$ cat src/cpu_settings.svh
// Build-time constants for the 6502 subset system, included by the package, RTL and testbench
`ifndef CPU_SETTINGS_SVH
`define CPU_SETTINGS_SVH

// RAM holds 2**RAM_ADDR_BITS bytes and mirrors through the 16-bit space
`define RAM_ADDR_BITS 10

// First loaded byte and first fetch after the load
`define RESET_PC 16'h0200

// Display scan counter width
// 6 keeps simulation short, 10 suits the board clock
`define SCAN_BITS 6

// Active-low column codes of the 8x4 LED matrix
`define COL_A     4'b0111
`define COL_Y     4'b1011
`define COL_PC_LO 4'b1101
`define COL_PC_HI 4'b1110

`endif

$ cat src/cpu_pkg.sv
// Shared data types and enums of the 6502 subset core, imported by the RTL and the testbench
`default_nettype none
`include "cpu_settings.svh"

package cpu_pkg;

  typedef logic [7:0]                byte_t;
  typedef logic [15:0]               addr_t;
  typedef logic [`RAM_ADDR_BITS-1:0] ram_index_t;

  // Packed as {N, Z, C}
  typedef logic [2:0] flags_t;

  localparam int FLAG_N = 2;
  localparam int FLAG_Z = 1;
  localparam int FLAG_C = 0;

  // Low two bits of the opcode
  typedef enum logic [1:0] {
    GROUP_CTRL    = 2'b00,
    GROUP_ALU     = 2'b01,
    GROUP_X       = 2'b10,
    GROUP_ILLEGAL = 2'b11
  } op_group_e;

  // Top three opcode bits of group 01
  typedef enum logic [2:0] {
    ALU_ORA, ALU_AND, ALU_EOR, ALU_ADC, ALU_STA, ALU_LDA, ALU_CMP, ALU_SBC
  } alu_op_e;

  // Addressing mode after decode
  typedef enum logic [2:0] {
    MODE_IMPLIED, MODE_IMMEDIATE, MODE_ZERO_PAGE, MODE_ABSOLUTE, MODE_RELATIVE
  } addr_mode_e;

  typedef enum logic [3:0] {
    ST_FETCH_OP_ISSUE, ST_FETCH_OP_CAPTURE, ST_DECODE,
    ST_FETCH_LO_ISSUE, ST_FETCH_LO_CAPTURE,
    ST_FETCH_HI_ISSUE, ST_FETCH_HI_CAPTURE,
    ST_FETCH_ARG_ISSUE, ST_FETCH_ARG_CAPTURE,
    ST_EXECUTE, ST_WRITEBACK, ST_STORE_ISSUE, ST_STORE_FINISH,
    ST_HALTED, ST_ERROR
  } core_state_e;

endpackage

`default_nettype wire

$ cat src/cpu_alu.sv
// Combinational accumulator ALU for the group 01 instructions, with N, Z and C results
`timescale 1ns/1ps
`default_nettype none

module cpu_alu (
  input  wire cpu_pkg::alu_op_e alu_op,
  input  wire cpu_pkg::byte_t   alu_a,
  input  wire cpu_pkg::byte_t   alu_b,
  input  wire                   carry_in,
  output cpu_pkg::byte_t        alu_result,
  output cpu_pkg::flags_t       alu_flags
);
  import cpu_pkg::*;

  byte_t      addend;
  logic       carry_op;
  logic [8:0] sum;
  logic       carry_out;

  // Subtract as A + ~B + C, so C set means no borrow
  assign addend   = (alu_op == ALU_SBC || alu_op == ALU_CMP) ? ~alu_b : alu_b;
  // CMP always subtracts as if carry were set
  assign carry_op = (alu_op == ALU_CMP) ? 1'b1 : carry_in;
  assign sum      = {1'b0, alu_a} + {1'b0, addend} + {8'h00, carry_op};

  always_comb
  begin
    alu_result = sum[7:0];
    carry_out  = carry_in;
    case (alu_op)
      ALU_ORA: alu_result = alu_a | alu_b;
      ALU_AND: alu_result = alu_a & alu_b;
      ALU_EOR: alu_result = alu_a ^ alu_b;
      ALU_STA: alu_result = alu_a;
      ALU_LDA: alu_result = alu_b;
      ALU_ADC: carry_out = sum[8];
      ALU_CMP: carry_out = sum[8];
      ALU_SBC: carry_out = sum[8];
    endcase
  end

  always_comb
  begin
    alu_flags         = '0;
    alu_flags[FLAG_N] = alu_result[7];
    alu_flags[FLAG_Z] = (alu_result == 8'h00);
    alu_flags[FLAG_C] = carry_out;
  end

endmodule

`default_nettype wire

$ cat config.mk
export PLATFORM = sky130hd
export DESIGN_NAME = cpu_alu
export DESIGN_NICKNAME = d
export VERILOG_FILES = /design/src/cpu_pkg.sv /design/src/cpu_alu.sv
export VERILOG_INCLUDE_DIRS = /design/src
export SDC_FILE = /design/constraint.sdc
export NUM_CORES = 1
export LEC_CHECK = 0
export BUFFER_PORTS_ARGS = -buffer_cell sky130_fd_sc_hd__buf_2
export CORE_UTILIZATION = 55
export DETAILED_ROUTE_END_ITERATION = 7
export PLACE_DENSITY = 0.8
export SYNTH_ARGS = -nofsm -noshare
export SYNTH_HDL_FRONTEND = slang
export SYNTH_SLANG_ARGS = --single-unit
$ cat constraint.sdc
create_clock -name vclk -period 5.5
set_clock_uncertainty 0.2 [all_clocks]
set_input_delay 0.275 -clock vclk [all_inputs]
set_output_delay 0.275 -clock vclk [all_outputs]
set_load 0.01 [all_outputs]
==> results of run 1 <==
[path summary, 6_finish.rpt]
check,from,endpoint,slack [ns],cells after the start
max,alu_op[1],alu_flags[0],1.66,13
min,carry_in,alu_flags[0],0.76,4
[through the flow]
stage	utilization (%)	instance area, µm²	setup WS, ns	std cells
final	65.8	1300	1.66	211
after global routing	65.8	1300	1.32	211
after CTS	65.8	1300	1.69	211
after detailed placement	65.8	1300	1.71	211
after global placement	65.8	1300	1.81	211
after floorplan	-	1170	2.04	162
[cell usage in the layout (no fill, tap or decap), types with 2 or more instances in the layout]
master	instances
nor2_1	6
xnor2_1	10
fa_1	2
a21oi_1	13
o21ai_0	14
ha_1	24
nand3_1	4
inv_1	19
nor3_1	5
a22oi_1	3
mux2i_1	5
mux2_2	2
o211ai_1	2
buf_2	31
a21o_1	2
a31oi_1	3
xor2_1	3
nand2_1	11
nor4_1	3
nor4b_2	2
nor2b_1	4
[cells by family (layout without fill, tap and decap cells)]
logic type               count (synthesis)  after routing  share of synthesized area [%]
AND/OR/NAND/NOR                         38             38                           17.3
multiplexers                             8              8                           7.14
AO/OA/AOI/OAI                           47             47                           24.9
XOR/XNOR                                13             13                           9.69
buffers and inverters                   30             52                           12.0
adder cells (fa/ha/maj)                 26             26                           29.0
[layer usage]
layer,up-vias,share of wire (%)
met5,-,0
met4,0,0.49
met3,2,3.5
met2,33,50
met1,552,45
li1,621,-
[power by group through the flow]
stage	clock network (mW)	logic, mW	registers, mW
2_1_floorplan	0	0.105	0
6_report	0	0.146	0
3_5_place_dp	0	0.143	0
4_1_cts	0	0.144	0
5_1_grt	0	0.164	0
3_3_place_gp	0	0.138	0
[final cells by class]
type	instances	area [µm²]	area share, %
inverter	21	81.3	6.24
multi-input combinational	132	1030	79.3
tap	27	33.8	2.59
timing repair buffer	31	155	11.9
==> qor.csv, run 1 <==
stage,metric,value,unit
timing,hold_violations,0,
power,p_int,0.0615,mW
timing,fin_crit_sh,69.8,%
min_path,min_path_type,in2out,
worst_setup_path,worst_setup_path_end_kind,output pin,
timing,drv_slew,0,
final_layout,nets,232,
synth,synth_most_common_cell,ha_1,
worst_setup_path,setup.worst_path.class,in2out,
power,p_per_area,112,mW/mm²
power,p_seq_share,0,%
worst_setup_path,cp-start-kind,input port,
grt,use_met2,49.3,%
timing,tightest_slew,0.452,ns
timing,finalSetupViolCount,0,
final_layout,seqCellArea,0,µm²
synth,synth_fp_nets,208,
grt,top_usage_layer,met2,
worst_setup_path,worstPathRequired,5.03,ns
final_layout,antennaDiodeCount,0,
synth,syn_avg_cell_area,7.25,µm²
grt,grt_max_degree,28,
final_layout,num-clock-buffers,0,
timing,rsz0062_at_grt,false,
final_layout,drive_gt1_share,21.7,%
synth,syn-cell-area,0.00117,mm²
power,p_total,0.146,mW
cts,cts_resized,0,
power,switching_share,57.7,%
die,rows,16,
synth,netlist.area_leader.share,25.6,%
drt,drc_errors,0,
worst_setup_path,crit_fanout,27,
die,core_area,0.00198,mm²
die,ios,31,
drt,vias_per_cell,5.73,
cts,post-cts-setup-buffers,0,
worst_setup_path,worstPathArrival,3.36,ns
power,clkPwrFrac,0,%
synth,yosys_warnings,0,
placed_design,gp_congestion,0.922,
drt,drt_iter0_drc,22,
outcome,status,finished clean,
grt,grt.overflow.total,0,
synth,synth.largest_area_cell,ha_1,
die,die_h,48.2,µm
timing,fmax,261,MHz
worst_setup_path,cpMaxStageDelayCell,a2111oi_0,
drt,wire_per_inst,13.6,µm
drt,vias,1208,
placed_design,dpl.hpwl,2270,µm
grt,antenna_found_initial,0,
final_layout,seq_cells,0,
power,net-switching-power,0.0840,mW
die,die_area,0.00233,mm²
drt,wl,2860,µm
grt,use_met1,31.7,%
synth,post_synth_most_frequent_cells,"ha_1, inv_1, o21ai_0, a21oi_1, nand2_1",
grt,grt_pass1_vias,995,
run,maxCapViolations,0,
worst_setup_path,path_cells,buf_2 -> nand2_1 -> xnor2_1 -> fa_1 -> inv_1 -> fa_1 -> nand3_1 -> nand2_1 -> a21o_1 -> a21o_1 -> a2111oi_0 -> nor3_1 -> buf_2,
power,p_comb_share,100.0,%
worst_setup_path,cp_top_family,compound AO/OA/AOI/OAI gates,
die,die_x,48.2,µm
power,p_leak,0.663,nW
synth,ys_types,40,
grt,grt_pass1_wl,4210,µm
synth,syn_inst,162,
timing,hold_ws,0.759,ns
grt,grt_usage,25.2,%
power,irDropWorstVdd,0.0594,mV
final_layout,fillCellCount,192,
timing,fin_tns_setup,0,ns
worst_setup_path,critPathBufInv,3,
timing,max_slew_margin,69.1,%
cts,ctsHoldBuffers,0,
worst_setup_path,cpPeakStageDelay,0.47,ns
die,start_util,59.3,%
drt,ant_nets,0,
grt,gr-usage-met3,0,%
placed_design,port_buffers,31,
synth,synth.top_cells.by_area,"ha_1, xnor2_1, inv_1",
drt,first_pass_iters,4,
timing,fin_crit,3.84,ns
synth,yosysSeqAreaShare,0,%
final_layout,synthToLayoutAreaGrowth,11.0,%
(Power assumes the default switching activity.)
==> inputs of run 2 (changes only) <==
--- a/config.mk
+++ b/config.mk
@@ -7,9 +7,9 @@
 export NUM_CORES = 1
 export LEC_CHECK = 0
 export BUFFER_PORTS_ARGS = -buffer_cell sky130_fd_sc_hd__buf_2
-export CORE_UTILIZATION = 55
+export CORE_UTILIZATION = 51
 export DETAILED_ROUTE_END_ITERATION = 7
-export PLACE_DENSITY = 0.8
+export PLACE_DENSITY = 0.78
 export SYNTH_ARGS = -nofsm -noshare
 export SYNTH_HDL_FRONTEND = slang
 export SYNTH_SLANG_ARGS = --single-unit
==> constraint.sdc (replaced) <==
create_clock -name vclk -period 3.25
set_clock_uncertainty 0.2 [all_clocks]
set_input_delay 0.1625 -clock vclk [all_inputs]
set_output_delay 0.1625 -clock vclk [all_outputs]
set_load 0.01 [all_outputs]
==> qor.csv, run 2 (same netlist as run 1, synthesis figures left out) <==
stage,metric,value,unit,change
outcome,status,finished clean,,unchanged
power,clkPwrFrac,0,%,about the same
placed_design,dpl.hpwl,2180,µm,was 2270 µm
worst_setup_path,setup.worst_path.class,in2out,,unchanged
timing,setup_ws,0.432,ns,was 1.66 ns
timing,fin_crit_sh,86.7,%,
final_layout,multiInputGateArea,0.00103,mm²,unchanged
run,maxCapViolations,0,,unchanged
worst_setup_path,cpPeakStageDelay,0.41,ns,was 0.47 ns
die,core_area,0.00219,mm²,was 0.00198 mm²
final_layout,fillCellCount,210,,was 192
worst_setup_path,worstPathArrival,2.46,ns,was 3.36 ns
power,switching_share,56.6,%,was 57.7%
die,die_x,50.0,µm,was 48.2 µm
final_layout,utilization,60.9,%,was 65.8%
min_path,min_path_type,in2out,,unchanged
die,die_area,0.00250,mm²,was 0.00233 mm²
grt,grt_pass1_vias,1097,,was 995
drt,vias,1217,,was 1208
power,p_int,0.107,mW,was 0.0615 mW
placed_design,gp_congestion,0.890,,was 0.922
power,net-switching-power,0.140,mW,was 0.0840 mW
worst_setup_path,startpoint,alu_b[0],,was alu_op[1]
cts,post-cts-setup-buffers,0,,unchanged
power,p_comb_share,100.0,%,about the same
drt,wl,2700,µm,was 2860 µm
grt,use_met1,27.9,%,was 31.7%
die,die_h,50.0,µm,was 48.2 µm
timing,finalSetupViolCount,0,,unchanged
placed_design,place_ws,0.467,ns,was 1.71 ns
final_layout,nets,236,,was 232
timing,hold_violations,0,,unchanged
drt,wire_per_inst,12.5,µm,was 13.6 µm
grt,grt_pass1_wl,4530,µm,was 4210 µm
worst_setup_path,worstPathRequired,2.89,ns,was 5.03 ns
worst_setup_path,cp-start-kind,input port,,unchanged
grt,antenna_found_initial,0,,unchanged
final_layout,synthToLayoutAreaGrowth,13.6,%,was 11.0%
final_layout,final_cell_mix,"buf_2, ha_1, inv_1",,unchanged
placed_design,port_buffers,31,,unchanged
timing,tightest_slew,0.451,ns,was 0.452 ns
timing,max_slew_margin,69.9,%,was 69.1%
drt,first_pass_iters,4,,unchanged
cts,cts_resized,0,,unchanged
power,p_seq_share,0,%,about the same
timing,drv_slew,0,,unchanged
final_layout,seq_cells,0,,unchanged
power,p_per_area,185,mW/mm²,was 112 mW/mm²
final_layout,fin_cells,216,,was 211
drt,ant_nets,0,,unchanged
grt,grt.overflow.total,0,,unchanged
cts,ctsHoldBuffers,0,,unchanged
drt,vias_per_cell,5.63,,was 5.73
final_layout,num-clock-buffers,0,,unchanged
timing,fin_tns_setup,0,ns,unchanged
grt,gr-usage-met3,0.309,%,was 0%
min_path,worstHoldStart,carry_in,,unchanged
timing,fmax,355,MHz,
grt,use_met2,42.7,%,was 49.3%
final_layout,drive_gt1_share,23.4,%,was 21.7%
placed_design,placed_cells,216,,was 211
final_layout,layout_commonest_cell,buf_2,,unchanged
die,rows,17,,was 16
power,p_leak,0.682,nW,was 0.663 nW
drt,drt_iter0_drc,31,,was 22
worst_setup_path,path_cells,buf_2 -> inv_1 -> xnor2_1 -> fa_1 -> inv_1 -> fa_1 -> nand3_1 -> nand2_1 -> a21o_1 -> a21o_1 -> a2111oi_0 -> nor3_1 -> buf_2,,was buf_2 -> nand2_1 -> xnor2_1 -> fa_1 -> inv_1 -> fa_1 -> nand3_1 -> nand2_1 -> a21o_1 -> a21o_1 -> a2111oi_0 -> nor3_1 -> buf_2
worst_setup_path,crit_fanout,3,,was 27
final_layout,antennaDiodeCount,0,,unchanged
worst_setup_path,worst_setup_path_end_kind,output pin,,unchanged
grt,grt_max_degree,26,,was 28
final_layout,seqCellArea,0,µm²,unchanged
grt,grt_usage,22.1,%,was 25.2%
grt,top_usage_layer,met2,,unchanged
drt,drc_errors,0,,unchanged
min_path,holdPathStages,4,,unchanged
worst_setup_path,cpMaxStageDelayCell,fa_1,,was a2111oi_0
timing,fin_crit,2.82,ns,
timing,rsz0062_at_grt,false,,unchanged
die,start_util,53.6,%,was 59.3%
die,ios,31,,unchanged
power,irDropWorstVdd,0.109,mV,was 0.0594 mV
## run 2: cell count changes in the layout (fill, tap and decap cells not counted), sizes merged
cell / previous run / this run
buf: 31 / 35
## run 2: area by class of cell
class              count  area share [%]
well taps             28            2.62
repair buffers        35            13.9
inverters             21            6.09
multi-input cells    132            77.4
## run 2: stage by stage
stage | instance area [µm²] | hold slack (ns) | power [mW]
2_1_floorplan | 1170 | 0.387 | 0.178
3_3_place_gp | 1340 | 0.580 | 0.239
4_1_cts | 1340 | 0.561 | 0.246
6_report | 1340 | 0.577 | 0.247
3_5_place_dp | 1340 | 0.560 | 0.245
5_1_grt | 1340 | 0.575 | 0.275
## run 2: worst max-delay path: cells and delay by family
family | cells | cell delay, ns
AO/OA/AOI/OAI | 3 | 0.80
adder cells (fa/ha/maj) | 2 | 0.63
buffers and inverters | 4 | 0.37
AND/OR/NAND/NOR | 3 | 0.28
XOR/XNOR | 1 | 0.21
## run 2: routing by layer
| metal | up-vias | part of all wire, % | wire length, µm |
|---|---|---|---|
| met5 | - | 0 | 0 |
| met4 | 0 | 0 | 0 |
| met3 | 0 | 2.7 | 72 |
| met2 | 28 | 50 | 1350 |
| met1 | 563 | 47 | 1280 |
| li1 | 626 | - | - |
## run 2: worst paths after layout
path            to  slack (ns)
min   alu_flags[0]        0.58
max   alu_flags[0]        0.43
## run 2: power by group through the flow
stage,registers (mW),logic [mW],clock network (mW)
5_1_grt,0,0.275,0
3_5_place_dp,0,0.245,0
4_1_cts,0,0.246,0
2_1_floorplan,0,0.178,0
3_3_place_gp,0,0.239,0
6_report,0,0.247,0
