===== config.mk =====
export PLATFORM = sky130hd
export DESIGN_NAME = program_loader
export DESIGN_NICKNAME = d
export VERILOG_FILES = /design/src/cpu_pkg.sv /design/src/program_loader.sv
export VERILOG_INCLUDE_DIRS = /design/src
export SDC_FILE = /design/constraint.sdc
export NUM_CORES = 1
export LEC_CHECK = 0
export BUFFER_PORTS_ARGS = -buffer_cell sky130_fd_sc_hd__buf_2
export CORE_ASPECT_RATIO = 0.8
export CORE_MARGIN = 1
export CORE_UTILIZATION = 28
export CTS_BUF_LIST = sky130_fd_sc_hd__clkbuf_16
export CTS_CLUSTER_SIZE = 12
export DETAILED_ROUTE_END_ITERATION = 8
export PLACE_DENSITY = 0.57
export SYNTH_ARGS = -nofsm -noshare
export SYNTH_HDL_FRONTEND = slang
export SYNTH_SLANG_ARGS = --single-unit

===== constraint.sdc =====
create_clock -name raw_clk -period 2.3 [get_ports raw_clk]
set_clock_uncertainty 0.15 [all_clocks]
set_input_delay 0.23 -clock raw_clk [delete_from_list [all_inputs] [get_ports raw_clk]]
set_output_delay 0.23 -clock raw_clk [all_outputs]
set_load 0.01 [all_outputs]

===== src/cpu_settings.svh =====
// Build-time constants for the 6502 subset system, included by the package, RTL and testbench
`ifndef CPU_SETTINGS_SVH
`define CPU_SETTINGS_SVH

// RAM holds 2**RAM_ADDR_BITS bytes and mirrors through the 16-bit space
`define RAM_ADDR_BITS 10

// First loaded byte and first fetch after the load
`define RESET_PC 16'h0200

// Display scan counter width
// 6 keeps simulation short, 10 suits the board clock
`define SCAN_BITS 6

// Active-low column codes of the 8x4 LED matrix
`define COL_A     4'b0111
`define COL_Y     4'b1011
`define COL_PC_LO 4'b1101
`define COL_PC_HI 4'b1110

`endif


===== src/cpu_pkg.sv =====
// Shared data types and enums of the 6502 subset core, imported by the RTL and the testbench
`default_nettype none
`include "cpu_settings.svh"

package cpu_pkg;

  typedef logic [7:0]                byte_t;
  typedef logic [15:0]               addr_t;
  typedef logic [`RAM_ADDR_BITS-1:0] ram_index_t;

  // Packed as {N, Z, C}
  typedef logic [2:0] flags_t;

  localparam int FLAG_N = 2;
  localparam int FLAG_Z = 1;
  localparam int FLAG_C = 0;

  // Low two bits of the opcode
  typedef enum logic [1:0] {
    GROUP_CTRL    = 2'b00,
    GROUP_ALU     = 2'b01,
    GROUP_X       = 2'b10,
    GROUP_ILLEGAL = 2'b11
  } op_group_e;

  // Top three opcode bits of group 01
  typedef enum logic [2:0] {
    ALU_ORA, ALU_AND, ALU_EOR, ALU_ADC, ALU_STA, ALU_LDA, ALU_CMP, ALU_SBC
  } alu_op_e;

  // Addressing mode after decode
  typedef enum logic [2:0] {
    MODE_IMPLIED, MODE_IMMEDIATE, MODE_ZERO_PAGE, MODE_ABSOLUTE, MODE_RELATIVE
  } addr_mode_e;

  typedef enum logic [3:0] {
    ST_FETCH_OP_ISSUE, ST_FETCH_OP_CAPTURE, ST_DECODE,
    ST_FETCH_LO_ISSUE, ST_FETCH_LO_CAPTURE,
    ST_FETCH_HI_ISSUE, ST_FETCH_HI_CAPTURE,
    ST_FETCH_ARG_ISSUE, ST_FETCH_ARG_CAPTURE,
    ST_EXECUTE, ST_WRITEBACK, ST_STORE_ISSUE, ST_STORE_FINISH,
    ST_HALTED, ST_ERROR
  } core_state_e;

endpackage

`default_nettype wire


===== src/program_loader.sv =====
// Byte loader that fills RAM from RESET_PC with strobed bytes, then hands the bus to the core
`timescale 1ns/1ps
`default_nettype none
`include "cpu_settings.svh"

module program_loader (
  input  wire                 raw_clk,
  input  wire                 button_reset,
  input  wire                 load_strobe,
  input  wire cpu_pkg::byte_t load_data,
  input  wire                 load_last,
  input  wire cpu_pkg::addr_t core_address,
  input  wire cpu_pkg::byte_t core_wdata,
  input  wire                 core_write,
  output cpu_pkg::ram_index_t ram_index,
  output cpu_pkg::byte_t      ram_wdata,
  output logic                ram_write,
  output logic                run
);
  import cpu_pkg::*;

  ram_index_t write_ptr;

  always_ff @(posedge raw_clk)
  begin
    if (!button_reset)
    begin
      write_ptr <= ram_index_t'(`RESET_PC);
      run       <= 1'b0;
    end
    else if (load_strobe && !run)
    begin
      write_ptr <= write_ptr + 1'b1;
      // Core starts on the cycle after the final byte
      if (load_last)
        run <= 1'b1;
    end
  end

  // Loader owns the port until run, then the core bus passes straight through
  assign ram_index = run ? core_address[`RAM_ADDR_BITS-1:0] : write_ptr;
  assign ram_wdata = run ? core_wdata : load_data;
  assign ram_write = run ? core_write : load_strobe;

  // Program bytes must all arrive before the core is released
  a_no_load_while_running: assert property (
    @(posedge raw_clk) disable iff (!button_reset) run |-> !load_strobe);

endmodule

`default_nettype wire


==> results.tsv, run 1 <==
metric	value	unit
status	finished clean	
grt_pass1_wl	2.84	mm
power-per-cell-area	583	nW/µm²
crit_slowest_cell	dfxtp_1	
die-height	47.6	µm
setup_viol_count_final	0	
cp.required	1.92	ns
worst_pin_slew	0.381	ns
die_area	2810	µm²
yosysSeqAreaShare	0.303	
wl	1.80	mm
grt_pass1_vias	661	
start_util	0.295	
netlist_area	727	µm²
ys_types	26	
min_period_over_period	0.794	
std_cell_rows	16	
hold_class	in2reg	
top_level_ports	57	
diodes	0	
detail-route-antenna-nets	0	
endpoint_kind	output pin	
clk_pin_slew	0.04	ns
core	2460	µm²
track_usage	0.144	
synth.avg_cell_area	9.32	µm²
postCtsSetupRepairBufs	0	
grt_setup_unrepaired	false	
finalMaxSlewViolations	0	
hpwl	1.39	mm
syn_to_final_growth	50.6	%
remaining_drc_errors	0	
startpoint_type	register	
routed_via_density	4.60	
synth_warnings	0	
p_total	0.000638	W
die_x	59.0	µm
p_leak	0.521	nW
timing.fmax	548	MHz
syn_nets	116	
synth-seq-cells	11	
cts.repair.resized	0	
slowest_delay	0.39	ns
yosysMostFrequentCell	mux2_2	
hold_viol	0	
synthCells	78	
place_congestion	0.736	
htree_levels	1	
vdd_ir_drop_max	0.393	mV
critPathArrivalTime	1.45	ns
ys_top_cells_by_count	mux2_2 (17), dfxtp_1 (11), a21oi_1 (7)	
worst-setup-path-type	reg2out	
cts_buffers	3	
cp_max_fo	23	
grt_max_degree	24	
async_reset_ff_frac	0	
maxSlewHeadroom	0.743	
synth_edf_count	0	
tritoncts	built	
synth_ff_type	dfxtp_1	
grt-ovfl-total	0	
ctsHoldBuffers	0	
yosysTopAreaCell	dfxtp_1	
min_period	1.83	ns
clockRootBuffer	clkbuf_16	
netlist.area_leader.share	0.303	
io_buffers	50	
path_cells	buf_4, mux2_2, buf_2	
drt_iter0_markers	12	
num_vias	764	
cts.sinks	11	
tns	0	ns
clockBufferDepth	2	
layout-drive-gt1-share	0.562	
maxCapViolCount	0	
finalNetCount	169	
ys_top_cells_by_area	dfxtp_1 (30%), mux2_2 (26%), a21oi_1 (4.8%)	
antenna_found_initial	0	
firstDrtPassIters	3	
wl_per_cell	10.8	µm
clk_latency	0.24	ns
-- layout by cell type (no fill, tap or decap) --
cell / instances
xnor2_1: 1
a21oi_1: 7
clkinv_1: 1
o31ai_1: 3
ha_1: 1
nand2_1: 6
clkbuf_16: 3
nand4_1: 1
nand2b_1: 1
dfxtp_1: 11
or4_1: 3
buf_4: 1
buf_2: 50
a21o_1: 1
xor2_1: 1
nand3_1: 1
nor2_1: 4
mux2_2: 17
nand3b_4: 1
nor2b_1: 1
nand3b_1: 1
o21ai_0: 5
mux2i_1: 1
nor4_1: 1
or3_1: 3
nand4b_4: 1
inv_1: 3
-- where the power goes --
part / switching, W / internal (W)
clock network: 0.0000881 / 0.000228
logic: 0.0000524 / 0.0000666
registers: 0.00000583 / 0.000197
-- sequential cells by signal (all words and copies together), names as in the netlist --
register / flops
write_ptr: 10
run: 1
-- area by class of cell --
cell class / count / area (µm²)
Clock buffer: 3 / 75.1
Clock inverter: 1 / 3.75
Fill cell: 256 / 1370
Inverter: 3 / 11.3
Multi-Input combinational cell: 61 / 482
Sequential cell: 11 / 220
Tap cell: 36 / 45.0
Timing Repair Buffer: 51 / 258
-- path summary, 6_finish.rpt --
kind                                                start                   endpoint  slack [ns]  cells after the start
worst min-delay path                            load_last           run$_SDFFE_PN0P_        0.08                      3
worst max register to register  write_ptr[4]$_SDFFE_PN0P_  write_ptr[9]$_SDFFE_PN1P_        0.62                      3
worst max-delay path                     run$_SDFFE_PN0P_               ram_wdata[3]        0.47                      3
worst min register to register  write_ptr[7]$_SDFFE_PN0P_  write_ptr[7]$_SDFFE_PN0P_        0.35                      2
-- critical path: cells and delay by family (launching register included) --
family	cells	cell delay, ns
muxes	1	0.38
buffers and inverters	2	0.44
DFF	1	0.39
-- stage by stage --
stage	instances	util	setup slack [ns]	hold slack, ns	instance area [µm²]
2_1_floorplan	78	-	0.706	0.221	727
3_3_place_gp	162	0.413	0.692	0.318	1020
3_5_place_dp	162	0.413	0.637	0.323	1020
4_1_cts	166	0.445	0.441	0.0734	1090
5_1_grt	166	0.445	0.405	0.129	1090
6_report	166	0.445	0.474	0.0774	1090
-- cells by family (layout without fill, tap and decap cells) --
group / count (synthesis) / count (layout) / synth area share
and+or+nand+nor: 24 / 24 / 0.220
xor gates and xnor gates: 2 / 2 / 0.0241
buffers and inverters: 6 / 58 / 0.0344
adders and majority gates: 1 / 1 / 0.0172
DFF: 11 / 11 / 0.303
AOI/OAI and AO/OA: 16 / 16 / 0.124
muxes: 18 / 18 / 0.277
-- metal layers --
metal | wire (µm) | global-route usage
met5 | 0 | 0
met4 | 34 | 0.0905
met3 | 116 | 0.0595
met2 | 849 | 0.248
met1 | 795 | 0.153
No activity file was read; power rests on OpenSTA's default activity.
==> run 2: changes to the inputs <==
- PLACE_DENSITY: 0.57 -> 0.6
- clock period: 2.3 -> 1.6 ns (I/O delays scaled with it)
==> run 2 against run 1 <==
Against the previous run: die area did not move; total power rose by 48%; register-to-register slack got worse by 0.57 ns; final cell count rose by 6.0%; first-iteration DRC count fell by 33%; critical path type unchanged; largest cell class unchanged; largest power group unchanged.
==> results.tsv, run 2 (synthesis gave the netlist of run 1 again) <==
metric	value	unit	change
worst_pin_slew	0.278	ns	was 0.381 ns
cp.required	1.29	ns	was 1.92 ns
worst-setup-path-type	reg2out		unchanged
multiInputGateArea	503	µm²	was 482 µm²
grt-ovfl-total	0		unchanged
met3_wirelength	108	µm	was 116 µm
ctsHoldBuffers	0		unchanged
swShare	0.234		was 0.229
min_period	1.55	ns	
std_cell_rows	16		unchanged
p_seq_frac	0.311		was 0.317
setup_viol_count_final	0		unchanged
grt_pass1_wl	3.22	mm	was 2.84 mm
grt_pass1_vias	748		was 661
maxCapViolCount	0		unchanged
maxSlewHeadroom	0.814		was 0.743
crit_path_start	run$_SDFFE_PN0P_		unchanged
cts.sinks	11		unchanged
die-height	47.6	µm	unchanged
rr_startpoint	write_ptr[0]$_SDFFE_PN0P_		was write_ptr[4]$_SDFFE_PN0P_
min_period_over_period	0.968		
clk_latency	0.24	ns	about the same
p_int	0.000722	W	was 0.000492 W
power-per-cell-area	785	nW/µm²	was 583 nW/µm²
clockBufferDepth	2		unchanged
cp_max_fo	9		was 23
clockRootBuffer	clkbuf_16		unchanged
hold_class	in2reg		unchanged
remaining_drc_errors	0		unchanged
p_total	0.000942	W	was 0.000638 W
reg_top3	write_ptr (10), run (1)		unchanged
timing.fmax	646	MHz	
finalMaxSlewViolations	0		unchanged
drt_iter0_markers	8		was 12
top_register	write_ptr		unchanged
track_usage	0.157		was 0.144
detail-route-antenna-nets	0		unchanged
layout-drive-gt1-share	0.629		was 0.562
core	2460	µm²	unchanged
clkPwrFrac	0.484		was 0.496
io_buffers	50		unchanged
place_congestion	0.786		was 0.736
nFillCells	246		was 256
r2r_slack	0.05	ns	was 0.62 ns
final_common_cell	buf_2		unchanged
wl_per_cell	11.1	µm	was 10.8 µm
routed_via_density	4.60		about the same
final_cell_mix	buf_2 (50), mux2_2 (17), buf_4 (10)		was buf_2 (50), mux2_2 (17), dfxtp_1 (11)
tritoncts	built		unchanged
p_leak	0.573	nW	was 0.521 nW
endpoint_kind	output pin		unchanged
finalNetCount	179		was 169
cts_buffers	3		unchanged
largest_register_ffs	10		unchanged
status	finished clean		unchanged
clk_pin_slew	0.04	ns	about the same
seq_area	225	µm²	was 220 µm²
pre_cts_slack	0.00988	ns	was 0.637 ns
grt_setup_unrepaired	true		was false
dpl-instance-area	1080	µm²	was 1020 µm²
critPathArrivalTime	1.24	ns	was 1.45 ns
setup_ws	0.0519	ns	was 0.474 ns
grt_max_degree	11		was 24
top_level_ports	57		unchanged
hp-start	load_last		unchanged
htree_levels	1		unchanged
postLayoutCellArea	1200	µm²	was 1090 µm²
syn_to_final_growth	65.1	%	was 50.6%
combPwrFrac	0.204		was 0.187
dr_wl_met2	1.02	mm	was 849 µm
hpwl	1.54	mm	was 1.39 mm
num_vias	810		was 764
firstDrtPassIters	4		was 3
wl	1.95	mm	was 1.80 mm
hold_viol	0		unchanged
diodes	0		unchanged
wl_met1	812	µm	was 795 µm
start_util	0.295		unchanged
antenna_found_initial	0		unchanged
top_layer_used	met4		unchanged
die_area	2810	µm²	unchanged
die_x	59.0	µm	unchanged
vdd_ir_drop_max	0.452	mV	was 0.393 mV
power_switching	0.000220	W	was 0.000146 W
startpoint_type	register		unchanged
[run 2: critical path: stages (launching register included)]
cell and delay (ns):
dfxtp_4 0.37, buf_6 0.15, mux2_2 0.34, buf_2 0.14
[run 2: area by class of cell]
type	instances	share of cell area
inverters	3	0.00938
clock buffers	3	0.0626
repair buffers	61	0.281
clock inverters	1	0.00313
flip-flops and latches	11	0.188
multi-input cells	61	0.419
well taps	36	0.0375
[run 2: repair_timing]
| item | 4_1_cts | 5_1_grt |
|---|---|---|
| setup endpoints to repair | 12 | 10 |
| buffers inserted | 1 | 0 |
| cloned | 1 | 0 |
| resized for setup | 4 | 5 |
[run 2: final timing paths]
kind / depth (start not counted) / to
setup / recovery: 3 / ram_wdata[5]
hold / removal: 3 / run$_SDFFE_PN0P_
setup reg to reg: 4 / write_ptr[8]$_SDFFE_PN0P_
hold reg to reg: 2 / write_ptr[8]$_SDFFE_PN0P_
[run 2: power groups by stage]
stage | registers, W | clock network [W] | logic, W
2_1_floorplan | 0.000294 | 0 | 0.0000969
3_3_place_gp | 0.000294 | 0 | 0.000179
3_5_place_dp | 0.000295 | 0 | 0.000184
4_1_cts | 0.000291 | 0.000463 | 0.000192
5_1_grt | 0.000295 | 0.000476 | 0.000209
6_report | 0.000293 | 0.000457 | 0.000193
[run 2: metrics by stage]
stage          hold WS [ns]  cells  setup TNS (ns)  utilization
2_1_floorplan         0.151     78               0            -
3_3_place_gp          0.251    170               0        0.437
3_5_place_dp          0.256    170               0        0.437
4_1_cts             0.00777    176               0        0.478
5_1_grt              0.0226    176        -0.00299        0.487
6_report            0.00887    176               0        0.487
[run 2: metal layers]
metal  vias up  GRT usage
met5         -          0
met4         0     0.0429
met3         3     0.0595
met2        29      0.311
met1       364      0.159
li1        414          -
==> run 3: changes to the inputs <==
- CORE_UTILIZATION: 28 -> 34
- PLACE_DENSITY: 0.6 -> 0.7
==> run 3 against run 2 <==
Against the previous run: count of clock-buffer cells in the layout unchanged; total power down 0.66%; via count unchanged; utilization up 12 points; register-to-register slack better by 0.04 ns; sequential power about the same; critical path type unchanged; fmax down 0.46%; flip-flop and latch count unchanged.
==> results.tsv, run 3 (synthesis gave the netlist of run 1 again) <==
metric	value	unit	change
status	finished clean		unchanged
place_congestion	0.787		was 0.786
postLayoutCellArea	1190	µm²	was 1200 µm²
track_usage	0.198		was 0.157
met3_wirelength	123	µm	was 108 µm
clockRootBuffer	clkbuf_16		unchanged
path_cells	buf_12, mux2_2, buf_2		was buf_6, mux2_2, buf_2
top_layer_used	met4		unchanged
std_cell_rows	14		was 16
clockBufferDepth	2		unchanged
grt-ovfl-total	0		unchanged
cts_buffers	3		unchanged
multiInputGateArea	505	µm²	was 503 µm²
grt_setup_unrepaired	true		unchanged
dr_wl_met2	1.00	mm	was 1.02 mm
maxSlewHeadroom	0.812		was 0.814
p_total	0.000936	W	was 0.000942 W
final_cell_mix	buf_2 (50), mux2_2 (17), dfxtp_1 (8)		was buf_2 (50), mux2_2 (17), buf_4 (10)
instances_no_fill	162		was 176
reg_top3	write_ptr (10), run (1)		unchanged
die_x	53.7	µm	was 59.0 µm
clk_latency	0.24	ns	about the same
dpl-instance-area	1050	µm²	was 1080 µm²
cp_num_buf_inv	2		unchanged
nFillCells	190		was 246
drt_iter0_markers	10		was 8
p_leak	0.569	nW	was 0.573 nW
top_register	write_ptr		unchanged
cts.sinks	11		unchanged
critPathArrivalTime	1.25	ns	was 1.24 ns
wl	1.95	mm	about the same
hpwl	1.55	mm	was 1.54 mm
remaining_drc_errors	0		unchanged
min_period	1.56	ns	was 1.55 ns
grt_pass1_wl	3.31	mm	was 3.22 mm
finalMaxSlewViolations	0		unchanged
min_period_over_period	0.972		was 0.968
detail-route-antenna-nets	0		unchanged
antenna_found_initial	0		unchanged
die-height	43.4	µm	was 47.6 µm
io_buffers	50		unchanged
diodes	0		unchanged
hold_class	in2reg		unchanged
dp.cells	157		was 170
worst_pin_slew	0.280	ns	was 0.278 ns
crit_family	flip-flops		unchanged
setup_viol_count_final	0		unchanged
htree_levels	1		unchanged
start_util	0.374		was 0.295
maxCapViolCount	0		unchanged
ctsHoldBuffers	0		unchanged
grt_max_degree	18		was 11
syn_to_final_growth	63.2	%	was 65.1%
die_area	2330	µm²	was 2810 µm²
largest_register_ffs	10		unchanged
core	1940	µm²	was 2460 µm²
hold_viol	0		unchanged
final_common_cell	buf_2		unchanged
cp.required	1.29	ns	about the same
finalNetCount	177		was 179
seq_area	226	µm²	was 225 µm²
layout-drive-gt1-share	0.638		was 0.629
wl_met1	801	µm	was 812 µm
endpoint_kind	output pin		unchanged
worst-setup-path-type	reg2out		unchanged
startpoint_type	register		unchanged
grt_pass1_vias	804		was 748
crit_slowest_cell	dfxtp_4		unchanged
vdd_ir_drop_max	0.670	mV	was 0.452 mV
slowest_delay	0.38	ns	was 0.37 ns
clk_pin_slew	0.04	ns	about the same
timing.fmax	643	MHz	was 646 MHz
top_level_ports	57		unchanged
routed_via_density	5.00		was 4.60
cp_max_fo	17		was 9
wl_per_cell	12.0	µm	was 11.1 µm
power-per-cell-area	789	nW/µm²	was 785 nW/µm²
final_util	0.610		was 0.487
tritoncts	built		unchanged
firstDrtPassIters	4		unchanged
num_vias	810		unchanged
==> run 3: changes by cell type in the layout (fill, tap and decap cells not counted), sizes merged <==
cell,previous run,this run
buf,61,59
==> run 3: worst reg2reg max path, delay by kind of cell, from the launching register on <==
family / cells / cell delay (ns)
adder cells (fa/ha/maj): 1 / 0.16
AO/OA/AOI/OAI: 1 / 0.15
AND/OR/NAND/NOR: 2 / 0.61
flip-flops: 1 / 0.37
==> run 3: path summary, 6_finish.rpt <==
path              slack [ns]  cells after the start                 startpoint                   endpoint
setup / recovery        0.04                      3           run$_SDFFE_PN0P_               ram_wdata[5]
hold reg to reg         0.37                      2  write_ptr[8]$_SDFFE_PN0P_  write_ptr[8]$_SDFFE_PN0P_
setup reg to reg        0.09                      4  write_ptr[0]$_SDFFE_PN0P_  write_ptr[8]$_SDFFE_PN0P_
hold / removal         0.009                      3                  load_last           run$_SDFFE_PN0P_
==> run 3: cell type report <==
| type | instances | share of cell area |
|---|---|---|
| clock inverters | 1 | 0.00316 |
| multi-input cells | 61 | 0.426 |
| repair buffers | 59 | 0.282 |
| inverters | 3 | 0.00949 |
| flip-flops and latches | 11 | 0.191 |
| well taps | 24 | 0.0253 |
| clock buffers | 3 | 0.0633 |
==> run 3: per-layer routing <==
metal,global-route usage,up-vias
li1,-,408
met1,0.217,368
met2,0.346,30
met3,0.0737,4
met4,0.0632,0
met5,0,-
==> run 3: power breakdown <==
group	total [W]	switching (W)	leakage (nW)	internal, W
clock network	0.000450	0.000122	0.0423	0.000328
logic	0.000190	0.0000794	0.436	0.000111
registers	0.000296	0.0000125	0.0906	0.000284
==> run 3: repair_timing <==
action / CTS / global route
buffers inserted: 0 / 1
setup endpoints to repair: 18 / 18
pin swaps: 0 / 2
resized for setup: 5 / 8
==> run 3: metrics by stage <==
step / worst slack (ns) / TNS [ns] / hold slack [ns]
final: 0.0448 / 0 / 0.00934
after global routing: -0.00552 / -0.00924 / 0.0574
after CTS: 0.00419 / 0 / 0.00222
after detailed placement: 0.00475 / 0 / 0.251
after global placement: 0.0644 / 0 / 0.253
after floorplan: 0.0407 / 0 / 0.151
