==> config.mk <==
export PLATFORM = sky130hd
export DESIGN_NAME = led_scanner
export DESIGN_NICKNAME = d
export VERILOG_FILES = /design/src/cpu_pkg.sv /design/src/led_scanner.sv
export VERILOG_INCLUDE_DIRS = /design/src
export SDC_FILE = /design/constraint.sdc
export NUM_CORES = 1
export LEC_CHECK = 0
export BUFFER_PORTS_ARGS = -buffer_cell sky130_fd_sc_hd__buf_2
export CAP_MARGIN = 20
export CELL_PAD_IN_SITES_DETAIL_PLACEMENT = 1
export CELL_PAD_IN_SITES_GLOBAL_PLACEMENT = 2
export CORE_ASPECT_RATIO = 0.8
export CORE_MARGIN = 4
export CORE_UTILIZATION = 24
export DETAILED_ROUTE_END_ITERATION = 8
export HOLD_SLACK_MARGIN = 0.15
export PLACE_DENSITY_LB_ADDON = 0.12
export SLEW_MARGIN = 0
export SYNTH_ARGS = -nofsm -noshare
export SYNTH_HDL_FRONTEND = slang
export SYNTH_SLANG_ARGS = --single-unit
export TNS_END_PERCENT = 50
==> constraint.sdc <==
create_clock -name raw_clk -period 1.6 [get_ports raw_clk]
set_input_delay 0.32 -clock raw_clk [delete_from_list [all_inputs] [get_ports raw_clk]]
set_output_delay 0.32 -clock raw_clk [all_outputs]
set_load 0.02 [all_outputs]
==> src/cpu_settings.svh <==
// Build-time constants for the 6502 subset system, included by the package, RTL and testbench
`ifndef CPU_SETTINGS_SVH
`define CPU_SETTINGS_SVH

// RAM holds 2**RAM_ADDR_BITS bytes and mirrors through the 16-bit space
`define RAM_ADDR_BITS 10

// First loaded byte and first fetch after the load
`define RESET_PC 16'h0200

// Display scan counter width
// 6 keeps simulation short, 10 suits the board clock
`define SCAN_BITS 6

// Active-low column codes of the 8x4 LED matrix
`define COL_A     4'b0111
`define COL_Y     4'b1011
`define COL_PC_LO 4'b1101
`define COL_PC_HI 4'b1110

`endif

==> src/cpu_pkg.sv <==
// Shared data types and enums of the 6502 subset core, imported by the RTL and the testbench
`default_nettype none
`include "cpu_settings.svh"

package cpu_pkg;

  typedef logic [7:0]                byte_t;
  typedef logic [15:0]               addr_t;
  typedef logic [`RAM_ADDR_BITS-1:0] ram_index_t;

  // Packed as {N, Z, C}
  typedef logic [2:0] flags_t;

  localparam int FLAG_N = 2;
  localparam int FLAG_Z = 1;
  localparam int FLAG_C = 0;

  // Low two bits of the opcode
  typedef enum logic [1:0] {
    GROUP_CTRL    = 2'b00,
    GROUP_ALU     = 2'b01,
    GROUP_X       = 2'b10,
    GROUP_ILLEGAL = 2'b11
  } op_group_e;

  // Top three opcode bits of group 01
  typedef enum logic [2:0] {
    ALU_ORA, ALU_AND, ALU_EOR, ALU_ADC, ALU_STA, ALU_LDA, ALU_CMP, ALU_SBC
  } alu_op_e;

  // Addressing mode after decode
  typedef enum logic [2:0] {
    MODE_IMPLIED, MODE_IMMEDIATE, MODE_ZERO_PAGE, MODE_ABSOLUTE, MODE_RELATIVE
  } addr_mode_e;

  typedef enum logic [3:0] {
    ST_FETCH_OP_ISSUE, ST_FETCH_OP_CAPTURE, ST_DECODE,
    ST_FETCH_LO_ISSUE, ST_FETCH_LO_CAPTURE,
    ST_FETCH_HI_ISSUE, ST_FETCH_HI_CAPTURE,
    ST_FETCH_ARG_ISSUE, ST_FETCH_ARG_CAPTURE,
    ST_EXECUTE, ST_WRITEBACK, ST_STORE_ISSUE, ST_STORE_FINISH,
    ST_HALTED, ST_ERROR
  } core_state_e;

endpackage

`default_nettype wire

==> src/led_scanner.sv <==
// LED matrix driver that cycles A, Y, PC low and PC high onto the active-low 8x4 display
`timescale 1ns/1ps
`default_nettype none
`include "cpu_settings.svh"

module led_scanner (
  input  wire                 raw_clk,
  input  wire                 button_reset,
  input  wire cpu_pkg::byte_t reg_a,
  input  wire cpu_pkg::byte_t reg_y,
  input  wire cpu_pkg::addr_t pc,
  output cpu_pkg::byte_t      leds,
  output logic [3:0]          column
);
  import cpu_pkg::*;

  logic [`SCAN_BITS-1:0] scan_count;
  logic [2:0]            slot;
  logic [3:0]            column_code;
  byte_t                 shown;

  // Top two bits pick the column, odd slots blank the matrix in between
  assign slot = scan_count[`SCAN_BITS-1 -: 3];

  always_comb
  begin
    case (slot[2:1])
      2'b00:   {column_code, shown} = {`COL_A, reg_a};
      2'b01:   {column_code, shown} = {`COL_Y, reg_y};
      2'b10:   {column_code, shown} = {`COL_PC_LO, pc[7:0]};
      default: {column_code, shown} = {`COL_PC_HI, pc[15:8]};
    endcase
  end

  always_ff @(posedge raw_clk)
  begin
    if (!button_reset)
    begin
      scan_count <= '0;
      column     <= 4'b1111;
      leds       <= 8'hff;
    end
    else
    begin
      scan_count <= scan_count + 1'b1;
      column     <= slot[0] ? 4'b1111 : column_code;
      leds       <= slot[0] ? 8'hff : ~shown;
    end
  end

  // At most one column is pulled low at a time
  a_one_column: assert property (
    @(posedge raw_clk) disable iff (!button_reset) $onehot0(~column));

endmodule

`default_nettype wire

==> summary.md, run 1 <==
| Metric | Value |
|---|---|
| Status | finished clean |
| Area delta synth->final | 41.1% |
| Distinct cells, synth | 18 |
| Detailed-route via count | about 620 |
| Antenna diode count | 0 |
| Die height | between 50 and 60 um |
| Worst-skew pair later-pin latency | 0.25 ns |
| Number of antenna violations at the first check in global routing | 0 |
| Worst-path fanout max | 11 |
| Yosys reg bits | 18 |
| Setup Viol. Count Final | 0 |
| Post-Syn Area | 769 sq um |
| Bufs on Longest Clock Path | 2 |
| Routability Congestion | roughly 0.69 |
| Fin. Hold Viols | 0 |
| Post-route core utilization | 0.352 |
| RSZ-0062 raised after global routing | false |
| Clock Sinks | 18 |
| Root Buffer Master | clkbuf_8 |
| Gr ovfl total | 0 |
| I/O pin cnt | between 40 and 50 |
| Min-Delay Path Class | in2reg |
| Nets@finish | ~140 |
| Syn Inst Count | slightly below 60 |
| Final ANT Viol Nets | 0 |
| PwrDens | between 800 and 900 mW/mm^2 |
| Buf/Inv on CP | 1 |
| Horiz. Die Dim | around 71 um |
| Worst-path clk slew | about 0.070 ns |
| Avg WL per Cell | roughly 14 um |
| Post_cts resized | 0 |
| Total GRT Usage | 0.0993 |
| Die ar. | about 0.0042 sq mm |
| Max-Cap Viols | 0 |
| Fin area | 0.00109 sq mm |
| Leakage | between 0.4 and 0.5 nW |
| Crit path DAT | about 1.5 ns |
| Final worst path period share | 0.817 |
| Worst path slowest cell | mux4_1 |
| Via density | 4.24 |
| Slew Viols, Final | 0 |
| Seq/Total Area, Yosys | 0.468 |
| Share of layout cells above drive strength 1 | 0.528 |
| VDD IR max | between 0.0004 and 0.0005 V |
| Dpl cell area | 0.00103 sq mm |
| YS warnings | 0 |
| Startpoint types | register |
| Post-CTS setup repair buffer count | 0 |
| Wirelength, routed | around 2 mm |
| CTS tree | yes |
| Max Freq | approximately 770 MHz |
| CP Cell Sequence | buf_12 > mux4_1 > nand2_1 |
| Tmin final | approximately 1.3 ns |
| Row count | 18 |
| Class of the most critical setup path | reg2reg |
| Pre-Repair DR Iteration Count | 2 |
| Least-Margin Pin Slew | 0.504 ns |
| CP Data Required Time | between 1.5 and 2 ns |
| Post-synth net total | 94 |
| Core Region | 0.00309 sq mm |
| First-pass GRT wire length | slightly above 3 mm |
| Initial DRC Count | 25 |
| Mean Syn Cell Area | approximately 13 sq um |
| Slowest stage delay, CP | approximately 0.56 ns |
| Number of global-route vias before repair | around 600 |
| Largest net degree at the start of global routing | 15 |
| Critical path's top delay family | multiplexers |
| Slew headroom | 0.663 |
| Worst clock skew | around 0.0024 ns |
| Cts hold-fix bufs | 0 |
| Setup TNS | 0 ns |
| Crit path capture type | register |
| PortBufs | 45 |
| CTS buffer count | 3 |
| Drt drc | 0 |
| H-tree depth | 1 |
| Starting Density | 0.249 |
[metal layers]
metal  routed length (um)  track usage  vias to the layer above
li1                     -            -                      303
met3                  179       0.0512                        2
met4                   14       0.0241                        0
met1                  871        0.135                      292
met5                    0            0                        -
met2                  929        0.140                       22
[Yosys cell counts, drive strengths merged]
cell type,count,area (sq um)
nor2b,2,12.5
mux2i,1,10.0
nand2,10,37.5
or3b,1,8.76
xor2,1,8.76
ha,1,12.5
nand3b,2,15.0
mux4,8,195
buf,4,41.3
and2,4,25.0
nand2b,1,6.26
nand3,3,15.0
dfxtp,18,360
nor2,1,3.75
xnor2,2,17.5
[area by class of cell]
| class | count | area (sq um) |
|---|---|---|
| fillers | 368 | 2000 |
| flip-flops and latches | 18 | 360 |
| multi-input cells | 37 | 368 |
| clock buffers | 4 | 55.1 |
| well taps | 40 | 50.0 |
| repair buffers | 47 | 253 |
[kinds of logic (layout without fill, tap and decap cells)]
kind of cell,Yosys count,after routing,synth area share
AND/OR/NAND/NOR,24,24,0.161
multiplexers,9,9,0.267
adder cells (fa/ha/maj),1,1,0.0163
XOR/XNOR,3,3,0.0342
flip-flops,18,18,0.468
buffers and inverters,4,51,0.0537
[path summary, 6_finish.rpt]
path                  from             to  slack [ns]  cells after the start
max          scan_count[4]        leds[7]        0.29                      3
min           button_reset  scan_count[1]        0.37                      2
max reg2reg  scan_count[4]        leds[7]        0.29                      3
min reg2reg  scan_count[0]  scan_count[0]        0.45                      1
[through the flow]
stage               setup WS [ns]  total power [mW]  std cells  hold slack, ns
finish                      0.294             0.948        146           0.365
global route                0.218              1.01        146           0.393
CTS                         0.281             0.972        146           0.371
detailed placement          0.293             0.593        142           0.447
global placement            0.344             0.591        142           0.437
floorplan                   0.459             0.532         59           0.421
[worst register-to-register path, delay by kind of cell (launching register included)]
family                 cells  cell delay, ns
buffers and inverters      1            0.18
AND/OR/NAND/NOR            1            0.08
multiplexers               1            0.56
flip-flops                 1            0.43
[sequential cells by signal, indices dropped and copies added, names as in the netlist]
name        flops
scan_count      6
column          4
leds            8
[cell usage in the layout, fill, tap and decap left out]
| cell | n |
|---|---|
| mux4_1 | 4 |
| buf_2 | 45 |
| nand3b_1 | 2 |
| nor2b_1 | 2 |
| buf_12 | 1 |
| xnor2_1 | 2 |
| mux4_2 | 4 |
| and2_1 | 4 |
| nor2_1 | 1 |
| nand2_1 | 10 |
| xor2_1 | 1 |
| dfxtp_1 | 18 |
| ha_1 | 1 |
| nand3_1 | 3 |
| nand2b_1 | 1 |
| or3b_2 | 1 |
| buf_4 | 1 |
| mux2i_1 | 1 |
| clkbuf_8 | 4 |
[power by group]
part	total, mW	internal, mW	leakage, nW	switching (mW)
Clock	0.368	0.218	0.0288	0.149
Combinational	0.107	0.0600	0.299	0.0466
Sequential	0.473	0.467	0.149	0.00679
Total	0.948	0.745	0.477	0.202
Note: power is estimated with default switching activity, not from simulation.
==> run 2, diff against run 1 <==
--- a/config.mk
+++ b/config.mk
@@ -6,13 +6,14 @@
 export SDC_FILE = /design/constraint.sdc
 export NUM_CORES = 1
 export LEC_CHECK = 0
+export ABC_AREA = 1
 export BUFFER_PORTS_ARGS = -buffer_cell sky130_fd_sc_hd__buf_2
 export CAP_MARGIN = 20
 export CELL_PAD_IN_SITES_DETAIL_PLACEMENT = 1
 export CELL_PAD_IN_SITES_GLOBAL_PLACEMENT = 2
 export CORE_ASPECT_RATIO = 0.8
 export CORE_MARGIN = 4
-export CORE_UTILIZATION = 24
+export CORE_UTILIZATION = 18
 export DETAILED_ROUTE_END_ITERATION = 8
 export HOLD_SLACK_MARGIN = 0.15
 export PLACE_DENSITY_LB_ADDON = 0.12
==> constraint.sdc (replaced) <==
create_clock -name raw_clk -period 1.2 [get_ports raw_clk]
set_input_delay 0.24 -clock raw_clk [delete_from_list [all_inputs] [get_ports raw_clk]]
set_output_delay 0.24 -clock raw_clk [all_outputs]
set_load 0.02 [all_outputs]
==> run 2 against run 1 <==
Net effect:
- utilization fell by 7.1 points
- clock-buffer cell count down 1
- final cell count increased by 53%
- setup slack worse by 0.15 ns
- largest cell class unchanged
- highest routed layer unchanged
- first-iteration DRC count fell by 52%
- clock power up 15%
- final area is 7.4% higher
- global-route usage increased by 0.63 points
- register-to-register slack got worse by 0.15 ns
- worst hold slack lost 0.13 ns
- critical path depth up 2
- clock skew increased by 0.0034 ns
==> summary.md, run 2 <==
| Metric | Value |
|---|---|
| Row count | 21 |
| Worst-path fanout max | 7 |
| Fin. Hold Viols | 0 |
| RSZ-0062 raised after global routing | false |
| I/O pin cnt | 46 |
| Reg2reg end | leds[4] |
| Horiz. Die Dim | ~81 um |
| Most common cell in the netlist | nand2_1 |
| Max-Cap Viols | 0 |
| Max Freq | 948 MHz |
| Post-synthesis async set-or-reset flop share | 0 |
| Nets@finish | 203 |
| Crit path capture type | register |
| Clock Sinks | 18 |
| Wirelength, routed | approximately 2.7 mm |
| Max reg flops | 8 |
| CP Data Required Time | between 1 and 1.5 ns |
| Power, Total | roughly 1.2 mW |
| Top post-synthesis cells by area | dfxtp_1 (47%), nand2_1 (17%), nor2_1 (11%) |
| Core Region | approximately 0.0042 sq mm |
| Bufs on Longest Clock Path | 2 |
| Avg WL per Cell | about 12 um |
| Hold EP | scan_count[1] |
| HP Start | button_reset |
| CTS tree | yes |
| Met1 WL | 1.27 mm |
| Min-Delay Path Class | in2reg |
| Worst hold stages | 3 |
| Gr ovfl total | 0 |
| Startpoint types | register |
| Worst R2R Start | scan_count[5] |
| Number of global-route vias before repair | approximately 940 |
| Number of antenna violations at the first check in global routing | 0 |
| Worst-path clk slew | 0.07 ns |
| Starting Density | 0.186 |
| Slew headroom | 0.837 |
| CP dominant cell by count | nand2_1 |
| Reg area | roughly 360 sq um |
| Pre-Repair DR Iteration Count | 4 |
| Distinct cells, synth | 16 |
| Worst-skew pair later-pin latency | between 0.2 and 0.3 ns |
| Post-synth net total | ~150 |
| Tmin final | roughly 1.1 ns |
| Largest net degree at the start of global routing | 10 |
| Class of the most critical setup path | reg2reg |
| Worst clock skew | 0.00585 ns |
| R2R depth | 5 |
| Yosys reg bits | 18 |
| Slew Viols, Final | 0 |
| Syn Inst Count | ~110 |
| DR WL met3 | 168 um |
| Multi-input logic area | about 380 sq um |
| Setup TNS | 0 ns |
| Post-Syn Area | slightly below 800 sq um |
| Leakage | roughly 0.56 nW |
| DR WL met2 | ~1.2 mm |
| H-tree depth | 1 |
| Most frequent cells after synthesis | nand2_1 (34), nor2_1 (22), dfxtp_1 (18) |
| YS warnings | 0 |
| PortBufs | 45 |
| Fillers | roughly 560 |
| CP Cell Sequence | buf_4 > nor2_2 > nand2_1 > nand3_1 > nand2_1 |
| VDD IR max | ~0.00042 V |
| Seq/Total Area, Yosys | 0.467 |
| Commonest non-fill, non-tap cell in the layout | buf_2 |
| Slowest stage delay, CP | between 0.3 and 0.4 ns |
| Setup Viol. Count Final | 0 |
| Largest regs | leds x8, scan_count x6, column x4 |
| EDFF count, synth | 0 |
| Detailed-route via count | ~900 |
| Die height | between 60 and 70 um |
| Via density | just over 4 |
| Drt drc | 0 |
| Most frequent cells in the layout | buf_2 (45), nand2_1 (34), nor2_1 (22) |
| Status | finished clean |
| Die ar. | 0.00541 sq mm |
| Top cell type's share of synthesized area | 0.467 |
| Root Buffer Master | clkbuf_8 |
| Final worst path period share | 0.879 |
| Total GRT Usage | 0.106 |
| Main synth FF type | dfxtp_1 |
| PwrDens | 1040 mW/mm^2 |
| Routability Congestion | roughly 0.73 |
| Area delta synth->final | 51.1% |
| Initial DRC Count | 12 |
| Mean Syn Cell Area | 6.95 sq um |
| Reg with most FFs | leds |
| Share of layout cells above drive strength 1 | 0.386 |
| Min Hold Slack | roughly 0.24 ns |
| Final ANT Viol Nets | 0 |
| Least-Margin Pin Slew | 0.244 ns |
| Reg-to-reg slack, setup | around 0.15 ns |
| First-pass GRT wire length | about 4.3 mm |
| Leading area contributor after synthesis | dfxtp_1 |
| Crit path DAT | 1.21 ns |
| CTS buffer count | 3 |
| Antenna diode count | 0 |
| Worst path slowest cell | dfxtp_2 |
| Uppermost layer routed | met4 |
| Dpl hpwl | between 2 and 2.5 mm |
run 2: repair_timing:
item / in CTS / in global routing
setup endpoints to repair: 0 / 9
resized for setup: 0 / 2
hold buffers: 0 / 0
setup buffers: 0 / 0
hold endpoints to repair: 0 / 0
run 2: worst max-delay path by stage:
stage                   from      end  slack, ns  cells after the start
6_report       scan_count[5]  leds[4]       0.15                      5
5_1_grt        scan_count[4]  leds[2]       0.07                      5
4_1_cts        scan_count[5]  leds[4]       0.04                      5
3_5_place_dp   scan_count[5]  leds[4]       0.03                      5
3_3_place_gp   scan_count[5]  leds[4]       0.04                      5
2_1_floorplan  scan_count[5]  leds[0]       0.30                      4
run 2: worst max-delay path, delay by kind of cell, from the launching register on:
kind,cells,cell delay (ns)
simple gates,4,0.42
flops,1,0.37
buf+inv,1,0.17
run 2: per-layer routing:
metal  vias up  track usage
met1       404        0.133
met2        27        0.167
met3         2       0.0432
li1        466            -
met5         -            0
met4         0       0.0253
run 2: cell families (layout without fill, tap and decap cells):
kind of cell | count (synthesis) | after routing | synth area share
buffers and inverters | 8 | 62 | 0.0454
adders and majority gates | 1 | 1 | 0.0162
xor gates and xnor gates | 1 | 1 | 0.0113
AOI/OAI and AO/OA | 11 | 11 | 0.0713
DFF | 18 | 18 | 0.467
and+or+nand+nor | 72 | 73 | 0.389
run 2: layout make-up:
cell class              count  area share
well taps                  57      0.0612
inverters                   6      0.0193
flip-flops and latches     18       0.311
multi-input cells          86       0.328
clock buffers               3      0.0354
repair buffers             53       0.245
run 2: power breakdown:
group | total [mW] | internal [mW] | switching, mW | leakage (nW)
sequential | 0.637 | 0.623 | 0.0146 | 0.150
clock | 0.423 | 0.223 | 0.200 | 0.0216
combinational | 0.156 | 0.0771 | 0.0789 | 0.390
total | 1.22 | 0.923 | 0.293 | 0.561
run 2: metrics by stage:
stage / instance area [sq um] / utilization / worst slack [ns] / instances
finish: 1170 / 0.281 / 0.145 / 223
global route: 1170 / 0.281 / 0.0720 / 223
CTS: 1160 / 0.279 / 0.0407 / 222
detailed placement: 1120 / 0.269 / 0.0269 / 219
global placement: 1120 / 0.269 / 0.0390 / 219
floorplan: 772 / - / 0.297 / 111
==> run 3, diff against run 2 <==
--- a/config.mk
+++ b/config.mk
@@ -11,10 +11,10 @@
 export CAP_MARGIN = 20
 export CELL_PAD_IN_SITES_DETAIL_PLACEMENT = 1
 export CELL_PAD_IN_SITES_GLOBAL_PLACEMENT = 2
-export CORE_ASPECT_RATIO = 0.8
 export CORE_MARGIN = 4
 export CORE_UTILIZATION = 18
 export DETAILED_ROUTE_END_ITERATION = 8
+export GPL_ROUTABILITY_DRIVEN = 1
 export HOLD_SLACK_MARGIN = 0.15
 export PLACE_DENSITY_LB_ADDON = 0.12
 export SLEW_MARGIN = 0
==> run 3 against run 2 <==
Net effect:
- setup slack got worse by 0.025 ns
- largest cell class unchanged
- worst hold slack got worse by 0.0079 ns
- clock skew fell by 0.0037 ns
- utilization rose by 0.39 points
==> summary.md, run 3 (synthesis results as in run 2) <==
| Metric | Value |
|---|---|
| Worst path slowest cell | dfxtp_1 |
| Number of antenna violations at the first check in global routing | 0 |
| Post-CTS setup repair buffer count | 0 |
| Sequential share of power | 0.492 |
| Switching Share | 0.232 |
| Antenna diode count | 0 |
| Setup TNS | 0 ns |
| CP Data Required Time | 1.35 ns |
| Int Power | 0.989 mW |
| Share of layout cells above drive strength 1 | 0.380 |
| Wirelength, routed | 2.69 mm |
| Power, Total | between 1 and 1.5 mW |
| Commonest non-fill, non-tap cell in the layout | buf_2 |
| Final Worst Setup Slack | ~0.12 ns |
| Setup Viol. Count Final | 0 |
| Reg2reg end | leds[6] |
| Status | finished clean |
| CP dominant cell by count | nand2_1 |
| Worst-path clk slew | 0.07 ns |
| VDD IR max | roughly 0.00055 V |
| Max-Cap Viols | 0 |
| Core Region | slightly above 0.004 sq mm |
| Leakage | roughly 0.57 nW |
| Area delta synth->final | 50.7% |
| Slowest stage delay, CP | 0.40 ns |
| Cts hold-fix bufs | 0 |
| Worst-skew pair later-pin latency | roughly 0.25 ns |
| Critical path's top delay family | simple AND/OR/NAND/NOR gates |
| CP Cell Sequence | inv_2 > nor2_4 > nand2_1 > nand3_1 > nand2_1 |
| Post-route insts no fill | ~220 |
| Detailed-route via count | approximately 900 |
| Root Buffer Master | clkbuf_8 |
| Nets@finish | ~200 |
| Hold EP | scan_count[1] |
| Routability Congestion | 0.735 |
| CTS tree | yes |
| Min-Delay Path Class | in2reg |
| Drt drc | 0 |
| R2R depth | 5 |
| Reg with most FFs | leds |
| Gr ovfl total | 0 |
| Number of global-route vias before repair | 979 |
| Largest net degree at the start of global routing | 11 |
| Class of the most critical setup path | reg2reg |
| Worst hold stages | 3 |
| CTS buffer count | 3 |
| Total GRT Usage | 0.105 |
| Crit path capture type | register |
| HP Start | button_reset |
| Slew Viols, Final | 0 |
| Startpoint types | register |
| Logic pwr share | 0.120 |
| Placed cell count | 212 |
| Crit path DAT | 1.23 ns |
| I/O pin cnt | 46 |
| Final ANT Viol Nets | 0 |
| Clock Sinks | 18 |
| Avg WL per Cell | 12.4 um |
| Reg-to-reg slack, setup | 0.12 ns |
| Worst R2R Start | scan_count[4] |
| Buf/Inv on CP | 1 |
| PortBufs | between 40 and 50 |
| Post-route core utilization | 0.285 |
| Clock network fraction of design power | 0.388 |
| Dpl cell area | 0.00111 sq mm |
| Dpl hpwl | around 2.2 mm |
| Starting Density | 0.189 |
| Pre-Repair DR Iteration Count | 3 |
| Max Freq | ~930 MHz |
| Fin area | 0.00116 sq mm |
| Psw | 0.299 mW |
| Worst clock skew | approximately 0.0022 ns |
| Die ar. | 0.00540 sq mm |
| Horiz. Die Dim | 73.5 um |
| Max reg flops | 8 |
| Row count | 23 |
| Most frequent cells in the layout | buf_2 (45), nand2_1 (34), nor2_1 (22) |
| Slew headroom | 0.766 |
| RSZ-0062 raised after global routing | false |
| Die height | ~73 um |
| PwrDens | between 1000 and 1500 mW/mm^2 |
| First-pass GRT wire length | 4.37 mm |
| Min Hold Slack | around 0.23 ns |
| H-tree depth | 1 |
| Tmin final | between 1 and 1.5 ns |
| Fin. Hold Viols | 0 |
| Least-Margin Pin Slew | roughly 0.35 ns |
| Initial DRC Count | 7 |
| Dpl ws | approximately 0.08 ns |
| Largest regs | leds x8, scan_count x6, column x4 |
| Final worst path period share | 0.899 |
| Worst-path fanout max | 9 |
| Fillers | around 550 |
| Via density | about 4.1 |
| Bufs on Longest Clock Path | 2 |
## run 3: worst max-delay path by stage
| stage | startpoint | to | slack (ns) | cells past startpoint |
|---|---|---|---|---|
| finish | scan_count[4] | leds[6] | 0.12 | 5 |
| global route | scan_count[4] | leds[5] | 0.007 | 5 |
| CTS | scan_count[5] | scan_count[5] | 0.08 | 5 |
| detailed placement | scan_count[5] | scan_count[5] | 0.08 | 5 |
| global placement | scan_count[4] | leds[3] | 0.15 | 5 |
| floorplan | scan_count[5] | leds[0] | 0.30 | 4 |
## run 3: worst reg2reg max path, stage by stage, from the launching register on
cell and delay (ns):
dfxtp_1 0.40, inv_2 0.09, nor2_4 0.24, nand2_1 0.10
nand3_1 0.09, nand2_1 0.05
## run 3: what timing repair did
action / in CTS / in global routing
endpoints found under the hold margin: 0 / 0
resized for setup: 0 / 1
setup endpoints to repair: 0 / 3
## run 3: routing by layer
metal  share of wire  GRT usage
met5               0          0
met4          0.0048     0.0221
met2            0.51      0.195
met1            0.41      0.117
met3           0.074     0.0315
## run 3: area by class of cell
type	instances	area, sq um	share of cell area
well taps	50	62.6	0.0538
multi-input cells	85	377	0.324
clock buffers	4	55.1	0.0473
repair buffers	53	285	0.245
inverters	6	22.5	0.0194
flip-flops and latches	18	362	0.311
## run 3: power groups by stage
stage	clock (mW)	sequential [mW]	combinational, mW
4_1_cts	0.521	0.634	0.159
3_3_place_gp	0	0.648	0.158
3_5_place_dp	0	0.648	0.159
6_report	0.499	0.634	0.155
5_1_grt	0.547	0.637	0.177
2_1_floorplan	0	0.671	0.0464
